===== src/rvPkg.sv =====
package rvPkg;

   localparam int XLEN = 32;
   localparam int NUM_REGS = 32;
   localparam int REG_ADDR_W = 5;

   // major opcodes, instr[6:0]
   localparam logic [6:0] OPC_OP = 7'b0110011;
   localparam logic [6:0] OPC_OPIMM = 7'b0010011;
   localparam logic [6:0] OPC_LUI = 7'b0110111;
   localparam logic [6:0] OPC_LOAD = 7'b0000011;
   localparam logic [6:0] OPC_STORE = 7'b0100011;
   localparam logic [6:0] OPC_HALT = 7'b1111111; // all ones stops the core

   localparam logic [2:0] F3_WORD = 3'b010;
   localparam logic [6:0] F7_ALT = 7'b0100000; // SUB / SRA / SRAI

   typedef logic [XLEN-1:0] word_t;
   typedef logic [REG_ADDR_W-1:0] regAddr_t;

   typedef enum logic [3:0] {
      ALU_ADD,
      ALU_SUB,
      ALU_XOR,
      ALU_OR,
      ALU_AND,
      ALU_SLT,
      ALU_SLTU,
      ALU_SLL,
      ALU_SRL,
      ALU_SRA,
      ALU_PASSB // LUI
   } aluOp_t;

   typedef enum logic [1:0] {
      HALTED,
      FETCH,
      EXECUTE,
      MEMORY
   } seqState_t;

   typedef struct packed {
      aluOp_t   aluOp;
      regAddr_t rd;
      regAddr_t rs1;
      regAddr_t rs2;
      word_t    imm;      // already extended
      logic     useImm;
      logic     writesRd;
      logic     isLoad;
      logic     isStore;
      logic     isHalt;
      logic     invalid;
   } decoded_t;

   // word-addressed request, read when wEn is low
   typedef struct packed {
      word_t addr;
      word_t wData;
      logic  wEn;
   } memReq_t;

endpackage


===== src/rvAlu.sv =====
`timescale 1ns/1ps

module rvAlu import rvPkg::*; (
   input  word_t  opA,
   input  word_t  opB,
   input  aluOp_t aluOp,
   output word_t  aluResult
);

   logic [4:0] shAmt;
   logic       ltSigned;
   logic       ltUnsigned;

   assign shAmt = opB[4:0]; // low 5 bits only
   assign ltSigned = $signed(opA) < $signed(opB);
   assign ltUnsigned = opA < opB;

   always_comb begin
      case (aluOp)
         ALU_ADD: begin
            aluResult = opA + opB;
         end
         ALU_SUB: begin
            aluResult = opA - opB;
         end
         ALU_XOR: begin
            aluResult = opA ^ opB;
         end
         ALU_OR: begin
            aluResult = opA | opB;
         end
         ALU_AND: begin
            aluResult = opA & opB;
         end
         ALU_SLT: begin
            aluResult = {31'b0, ltSigned};
         end
         ALU_SLTU: begin
            aluResult = {31'b0, ltUnsigned};
         end
         ALU_SLL: begin
            aluResult = opA << shAmt;
         end
         ALU_SRL: begin
            aluResult = opA >> shAmt;
         end
         ALU_SRA: begin
            aluResult = word_t'($signed(opA) >>> shAmt);
         end
         default: begin
            aluResult = opB; // PASSB
         end
      endcase
   end

endmodule


===== src/rvCore.sv =====
`timescale 1ns/1ps

module rvCore import rvPkg::*; (
   input  logic    clk,
   input  logic    rstn,
   input  logic    start,
   output logic    halted,
   output memReq_t memReq,
   output logic    memReqValid,
   input  logic    memAck,
   input  word_t   memRData
);

   word_t    instr;
   decoded_t dec;
   word_t    rs1Data;
   word_t    rs2Data;
   word_t    opB;
   word_t    aluResult;
   logic     rfWEn;
   regAddr_t rfWAddr;
   word_t    rfWData;

   assign opB = dec.useImm ? dec.imm : rs2Data;

   rvSequencer uSeq (
      .clk         (clk),
      .rstn        (rstn),
      .start       (start),
      .halted      (halted),
      .instr       (instr),
      .dec         (dec),
      .aluResult   (aluResult),
      .rs2Data     (rs2Data),
      .memReq      (memReq),
      .memReqValid (memReqValid),
      .memAck      (memAck),
      .memRData    (memRData),
      .rfWEn       (rfWEn),
      .rfWAddr     (rfWAddr),
      .rfWData     (rfWData)
   );

   rvDecoder uDec (
      .instr (instr),
      .dec   (dec)
   );

   rvRegFile uRegs (
      .clk     (clk),
      .rstn    (rstn),
      .rs1     (dec.rs1),
      .rs2     (dec.rs2),
      .rs1Data (rs1Data),
      .rs2Data (rs2Data),
      .wEn     (rfWEn),
      .wAddr   (rfWAddr),
      .wData   (rfWData)
   );

   rvAlu uAlu (
      .opA       (rs1Data),
      .opB       (opB),
      .aluOp     (dec.aluOp),
      .aluResult (aluResult)
   );

endmodule


===== src/rvDecoder.sv =====
`timescale 1ns/1ps

module rvDecoder import rvPkg::*; (
   input  word_t    instr,
   output decoded_t dec
);

   logic [6:0] opcode;
   logic [2:0] funct3;
   logic [6:0] funct7;
   word_t      immI;
   word_t      immS;
   word_t      immU;
   word_t      shamt;
   logic       isShift;

   // funct3 encoding is shared by OP and OP-IMM
   function automatic aluOp_t baseOp(input logic [2:0] f3, input logic alt);
      case (f3)
         3'b000:  return alt ? ALU_SUB : ALU_ADD;
         3'b001:  return ALU_SLL;
         3'b010:  return ALU_SLT;
         3'b011:  return ALU_SLTU;
         3'b100:  return ALU_XOR;
         3'b101:  return alt ? ALU_SRA : ALU_SRL;
         3'b110:  return ALU_OR;
         default: return ALU_AND;
      endcase
   endfunction

   assign opcode = instr[6:0];
   assign funct3 = instr[14:12];
   assign funct7 = instr[31:25];

   assign immI = {{20{instr[31]}}, instr[31:20]};
   assign immS = {{20{instr[31]}}, instr[31:25], instr[11:7]};
   assign immU = {instr[31:12], 12'b0};
   assign shamt = {27'b0, instr[24:20]};
   assign isShift = (funct3 == 3'b001) || (funct3 == 3'b101);

   always_comb begin
      dec = '0;
      dec.aluOp = ALU_ADD;
      dec.rd = instr[11:7];
      dec.rs1 = instr[19:15];
      dec.rs2 = instr[24:20];
      dec.imm = immI;

      case (opcode)
         OPC_OP: begin
            dec.aluOp = baseOp(funct3, funct7 == F7_ALT);
            // alt funct7 only exists for SUB and SRA
            dec.invalid = !((funct7 == 7'b0) ||
                            (funct7 == F7_ALT && (funct3 == 3'b000 || funct3 == 3'b101)));
            dec.writesRd = !dec.invalid;
         end
         OPC_OPIMM: begin
            dec.useImm = 1'b1;
            dec.imm = isShift ? shamt : immI;
            dec.aluOp = baseOp(funct3, funct3 == 3'b101 && funct7 == F7_ALT);
            if (funct3 == 3'b001) begin
               dec.invalid = (funct7 != 7'b0);
            end else if (funct3 == 3'b101) begin
               dec.invalid = (funct7 != 7'b0) && (funct7 != F7_ALT);
            end
            dec.writesRd = !dec.invalid;
         end
         OPC_LUI: begin
            dec.aluOp = ALU_PASSB;
            dec.useImm = 1'b1;
            dec.imm = immU;
            dec.writesRd = 1'b1;
         end
         OPC_LOAD: begin
            dec.useImm = 1'b1;
            dec.invalid = (funct3 != F3_WORD); // word access only
            dec.isLoad = !dec.invalid;
            dec.writesRd = !dec.invalid;
         end
         OPC_STORE: begin
            dec.useImm = 1'b1;
            dec.imm = immS;
            dec.invalid = (funct3 != F3_WORD);
            dec.isStore = !dec.invalid;
         end
         OPC_HALT: begin
            dec.isHalt = 1'b1;
         end
         default: begin
            dec.invalid = 1'b1;
         end
      endcase
   end

endmodule


===== src/rvRegFile.sv =====
`timescale 1ns/1ps

module rvRegFile import rvPkg::*; (
   input  logic     clk,
   input  logic     rstn,
   input  regAddr_t rs1,
   input  regAddr_t rs2,
   output word_t    rs1Data,
   output word_t    rs2Data,
   input  logic     wEn,
   input  regAddr_t wAddr,
   input  word_t    wData
);

   // x0 is cleared at reset and never written
   word_t regs [0:NUM_REGS-1];

   always_ff @(posedge clk) begin
      if (!rstn) begin
         for (int i = 0; i < NUM_REGS; i++) begin
            regs[i] <= '0;
         end
      end else if (wEn && wAddr != '0) begin
         regs[wAddr] <= wData;
      end
   end

   assign rs1Data = regs[rs1];
   assign rs2Data = regs[rs2];

   assert property (@(posedge clk) disable iff (!rstn)
      (rs1 == '0) |-> (rs1Data == '0))
      else $error("x0 read back nonzero on rs1");

   assert property (@(posedge clk) disable iff (!rstn)
      (rs2 == '0) |-> (rs2Data == '0))
      else $error("x0 read back nonzero on rs2");

endmodule


===== src/rvSequencer.sv =====
`timescale 1ns/1ps

module rvSequencer import rvPkg::*; (
   input  logic     clk,
   input  logic     rstn,
   input  logic     start,
   output logic     halted,
   output word_t    instr,
   input  decoded_t dec,
   input  word_t    aluResult,
   input  word_t    rs2Data,
   output memReq_t  memReq,
   output logic     memReqValid,
   input  logic     memAck,
   input  word_t    memRData,
   output logic     rfWEn,
   output regAddr_t rfWAddr,
   output word_t    rfWData
);

   seqState_t state;
   word_t     pc;
   word_t     ir;
   logic      xfer;
   logic      stop;

   assign xfer = memReqValid && memAck;
   assign stop = dec.isHalt || dec.invalid;

   always_ff @(posedge clk) begin
      if (!rstn) begin
         state <= HALTED;
         pc <= '0;
         memReqValid <= 1'b0;
      end else begin
         case (state)
            HALTED: begin
               if (start) begin
                  pc <= '0;
                  state <= FETCH;
               end
            end
            FETCH: begin
               // valid is low for a cycle after each transfer
               if (!memReqValid) begin
                  memReqValid <= 1'b1;
               end else if (memAck) begin
                  memReqValid <= 1'b0;
                  state <= EXECUTE;
               end
            end
            EXECUTE: begin
               if (stop) begin
                  state <= HALTED; // pc stays on the stopping instr
               end else if (dec.isLoad || dec.isStore) begin
                  state <= MEMORY;
               end else begin
                  pc <= pc + 1'b1;
                  state <= FETCH;
               end
            end
            MEMORY: begin
               if (!memReqValid) begin
                  memReqValid <= 1'b1;
               end else if (memAck) begin
                  memReqValid <= 1'b0;
                  pc <= pc + 1'b1;
                  state <= FETCH;
               end
            end
            default: begin
               state <= HALTED;
            end
         endcase
      end
   end

   // instruction register
   always_ff @(posedge clk) begin
      if (state == FETCH && xfer) begin
         ir <= memRData;
      end
   end

   assign instr = ir;
   assign halted = (state == HALTED);

   // aluResult is rs1 + imm during MEMORY
   assign memReq.addr = (state == MEMORY) ? aluResult : pc;
   assign memReq.wData = rs2Data;
   assign memReq.wEn = (state == MEMORY) && dec.isStore;

   assign rfWAddr = dec.rd;
   assign rfWData = (state == MEMORY) ? memRData : aluResult;
   assign rfWEn = (state == EXECUTE && !stop && dec.writesRd && !dec.isLoad) ||
                  (state == MEMORY && xfer && dec.isLoad);

   // request held until acked
   assert property (@(posedge clk) disable iff (!rstn)
      (memReqValid && !memAck) |=> (memReqValid && $stable(memReq)))
      else $error("memReq changed before memAck");

   assert property (@(posedge clk) disable iff (!rstn)
      !(halted && memReqValid))
      else $error("memory request while halted");

endmodule


===== config.mk =====
export PLATFORM = sky130hd
export DESIGN_NAME = rvCore
export DESIGN_NICKNAME = d
export VERILOG_FILES = /design/src/rvPkg.sv /design/src/rvAlu.sv /design/src/rvCore.sv /design/src/rvDecoder.sv /design/src/rvRegFile.sv /design/src/rvSequencer.sv
export SDC_FILE = /design/constraint.sdc
export NUM_CORES = 2
export LEC_CHECK = 0
export BUFFER_PORTS_ARGS = -buffer_cell sky130_fd_sc_hd__buf_2
export CAP_MARGIN = 20
export CORE_MARGIN = 1
export CORE_UTILIZATION = 64
export CTS_CLUSTER_DIAMETER = 200
export DETAILED_ROUTE_END_ITERATION = 8
export PLACE_DENSITY = 0.81
export RECOVER_POWER = 25
export SYNTH_ARGS = -nofsm -noshare
export SYNTH_HDL_FRONTEND = slang
export SYNTH_SLANG_ARGS = --single-unit

===== constraint.sdc =====
create_clock -name clk -period 10.7 [get_ports clk]
set_clock_uncertainty 0.15 [all_clocks]
set_input_delay 3.21 -clock clk [delete_from_list [all_inputs] [get_ports clk]]
set_output_delay 3.21 -clock clk [all_outputs]
set_load 0.01 [all_outputs]

==> reports/results.ini, run 1 <==
[run_status]
stop_stage = 5_1_grt
first-error = [ERROR GRT-0232] Routing congestion too high. Check the congestion heatmap in the GUI.
status = stopped before the end

[die]
die_w_um = 330
num_rows = 119
ios = 103
fp.dieH_um = 330
initial_core_util = 0.649

[logic_synthesis]
synth_top_cell_by_area = edfxtp_1
syn_area_sq_um = 68700
synth_commonest_cells = edfxtp_1 (1056), nor2_1 (721), a21oi_1 (462)
synth-main-ff-cell = edfxtp_1
yosysSeqAreaShare = 0.475
syn_avg_cell_area_sq_um = 11.7
ys_warn_count = 0
synthArstFlopShare = 0
synth_edf_count = 1056
synthTopCellsByArea = edfxtp_1 (46%), mux4_2 (13%), mux2i_1 (5.9%), nor2_1 (3.9%), a21oi_1 (3.4%)
synth-seq-cells = 1101
synth.most_common_cell = edfxtp_1
netlist_instances = 5876
ys_types = 119
yosys.area.top_type_share = 0.462

[placement]
place_inst = 7142
hpwlAfterDp_mm = 216
place.gp.congestion = 1.11
portBuffers = 102

[clock_tree]
htreeDepth = 3
cts_sinks = 1101
ctsLongestPathBuffers = 3
cts_buffers = 109
clockRootBuffer = clkbuf_16

[sta]
worst-ep-kind = output port
grt-worst-endpoint = memReq[40]

[global_routing]
gr-total-overflow = 26
grt_max_degree = 88
antenna_found_initial = 56
grt_usage = 0.769

-- cells by family after synthesis --
logic type,Yosys count,synth area share
simple gates,1592,0.108
compound gates,1454,0.144
flops,1101,0.475
mux,850,0.197
buf+inv,727,0.0505
fa+ha+maj,106,0.0195
xor+xnor,45,0.00574
other cells,1,0.0000546
-- per-stage QoR --
| step | instance area, sq um | util | setup slack, ns | hold WS (ns) |
|---|---|---|---|---|
| after floorplan | 68800 | - | 0.689 | 0.318 |
| after global placement | 71400 | 0.674 | -0.134 | 0.334 |
| after detailed placement | 71400 | 0.675 | -0.200 | 0.349 |
| after CTS | 75100 | 0.710 | -0.0116 | 0.357 |
-- metal layers --
| metal | global-route usage | GRT overflow |
|---|---|---|
| met1 | 0.781 | 3 |
| met2 | 0.913 | 8 |
| met3 | 0.619 | 1 |
| met4 | 0.759 | 14 |
| met5 | 0.387 | 0 |
-- repair_timing --
| action | 4_1_cts |
|---|---|
| setup endpoints to repair | 10 |
| buffers inserted | 1 |
| gates cloned | 0 |
| hold buffers | 0 |
| resized for setup | 10 |
==> inputs of run 2 (changes only) <==
CORE_UTILIZATION = 40   (was 64)
CTS_CLUSTER_DIAMETER = unset   (was 200)
PLACE_DENSITY = unset   (was 0.81)
PLACE_DENSITY_LB_ADDON = 0.15   (was unset)
==> reports/results.ini, run 2 <==
[placement]
place_area_sq_um = 72500
hpwlAfterDp_mm = 222
place.gp.congestion = 1.10
portBuffers = 102

[routing]
ant_nets = 0
firstDrtPassIters = 6
drt-initial-drc-count = 10000
routed_wl_mm = 346
avgViaCountPerCell = 7.17
via_count = 58900
routedWlPerCell_um = 42.1
drc = 0

[critical_path]
startpoint_type = register
critPathMaxStageDelay_ns = 0.98
path_cells = buf_12 > buf_4 > mux4_2 > a22oi_1 > nand4_1 > inv_1 > mux2i_1 > a21boi_1 > mux2i_1 > a311o_1 > nor2_1 > o2bb2ai_1 > buf_2
cpMostUsedCell = mux2i_1
end_kind = output port
worstSetupPathType = reg -> out
crit_required_ns = 7.34
cpMaxStageDelayCell = nand4_1
cp.arrival_ns = 7.45
path_max_fanout = 36

[clock_tree]
cts_sinks = 1101
cts_buffers = 130
htreeDepth = 4
clk_transition_reported_paths_ns = 0.06
clock_latency_ns = 0.80
ctsLongestPathBuffers = 3
clockRootBuffer = clkbuf_16
cts_tree = yes

[global_routing]
grt_use_met3 = 0.116
grt_max_degree = 63
grt-busiest-layer = met2
met2_usage = 0.581
grt_pass1_vias = 55900
gr-total-overflow = 0
antenna_found_initial = 22
gr-usage-met1 = 0.483
grt_pass1_wl_mm = 468
grt_usage = 0.391

[die]
dieArea_sq_um = 173000
initial_core_util = 0.404
ios = 103
die_w_um = 416
fp.dieH_um = 416
coreArea_sq_um = 170000
num_rows = 151

[logic_synthesis]
synth.most_common_cell = edfxtp_1
syn_area_sq_um = 68700
synth_edf_count = 1056
yosys.area.top_type_share = 0.462
netlist_instances = 5876
synthArstFlopShare = 0
synthTopCellsByArea = edfxtp_1 (46%), mux4_2 (13%), mux2i_1 (5.9%), nor2_1 (3.9%), a21oi_1 (3.4%)
yosysSeqAreaShare = 0.475
ys_types = 119
synth_commonest_cells = edfxtp_1 (1056), nor2_1 (721), a21oi_1 (462)
syn_avg_cell_area_sq_um = 11.7
ys_warn_count = 0
synth_top_cell_by_area = edfxtp_1
synth-main-ff-cell = edfxtp_1
synth-seq-cells = 1101

[layout]
fin_area_sq_um = 76900
syn2layout_area_growth_pct = 12.0
largest_register = uRegs.regs
drive_gt1_frac = 0.202
layout_commonest_cell = edfxtp_1
largest_reg_flops = 1024
mostFrequentLayoutCells = edfxtp_1 (1056), nor2_1 (714), a21oi_1 (457)
fin_nets = 6037

[sta]
finalSetupTns_ns = -0.113
worst_slack_ns = -0.113
finalCriticalPeriod_ns = 10.81
tightest_slew_ns = 4.93
slew_headroom = -2.28
maxSlewViolCount = 362
clock.fmax_ghz = 0.0925
finalCritPeriodShare = 1.01
setup_violations = 1
hold_viol = 0

[min_path]
min-delay-start = uSeq.instr[17]
hold_class = reg -> reg

[flow_run]
maxCapViolations = 12

[run_status]
status = finished with violations
violations = max-capacitance violations, max-slew violations, negative setup slack

[pwr]
peakVddDrop_v = 0.000171
p_leak_nw = 27.8
power.density_nw_per_um2 = 185

[run 2: cell counts after synthesis]
Identical to the previous run, type by type.
[run 2: per-layer routing]
layer,share of wire,vias up
met3,0.13,1208
met1,0.35,29700
met2,0.43,5019
met4,0.091,10
li1,-,23000
met5,0.00057,-
[run 2: cell type report]
cell class / count / area (sq um)
Clock buffer: 164 / 3470
Sequential cell: 1101 / 32600
Inverter: 124 / 479
Antenna cell: 12 / 30.0
Clock inverter: 66 / 662
Fill cell: 15600 / 92900
Multi-Input combinational cell: 4079 / 33300
Timing Repair Buffer: 459 / 3590
Tap cell: 2218 / 2780
[run 2: critical path: cells and delay by family (launching register included)]
kind / cells / cell delay [ns]
AOI/OAI and AO/OA: 4 / 1.63
and+or+nand+nor: 2 / 1.58
buffers and inverters: 4 / 1.77
muxes: 3 / 0.87
DFF: 1 / 0.67
[run 2: cell families (layout without fill, tap and decap cells)]
kind of cell    count (synthesis)  in the layout  share of synthesized area
mux                           850            850                      0.197
simple gates                 1592           1592                      0.108
fa+ha+maj                     106            106                     0.0195
buf+inv                       727            813                     0.0505
flops                        1101           1101                      0.475
other cells                     1             44                  0.0000546
compound gates               1454           1454                      0.144
xor+xnor                       45             45                    0.00574
[run 2: worst paths after layout]
path / end / slack, ns / cells after the start
min reg2reg: register / 0.36 / 1
max: memReq[40] / -0.11 / 13
max reg2reg: uRegs.regs[2][15] / 3.15 / 12
min: register / 0.36 / 1
[run 2: repair_timing]
item / CTS / global route
pin swaps: 3 / 3
buffers inserted: 4 / 12
resized for setup: 8 / 18
endpoints found under the setup margin: 14 / 16
endpoints found under the hold margin: 0 / 0
gates cloned: 0 / 0
hold buffers: 0 / 0
[run 2: through the flow]
stage,power [mW],hold slack [ns],util,setup WS [ns],cells
after floorplan,7.73,0.318,-,0.689,5907
final,14.2,0.361,0.453,-0.113,8223
after detailed placement,9.52,0.348,0.427,-0.210,7959
after global placement,9.55,0.336,0.427,-0.137,7958
after CTS,13.9,0.356,0.452,0.00878,8193
after global routing,14.4,0.374,0.453,-0.0184,8211
[run 2: power by group]
| part | switching (mW) | internal (mW) | leakage [nW] |
|---|---|---|---|
| combinational | 3.42 | 1.36 | 14.6 |
| clock | 1.89 | 2.56 | 2.01 |
| sequential | 0.111 | 4.87 | 11.2 |
| total | 5.42 | 8.79 | 27.8 |
Power figures use the tool's default switching activity.
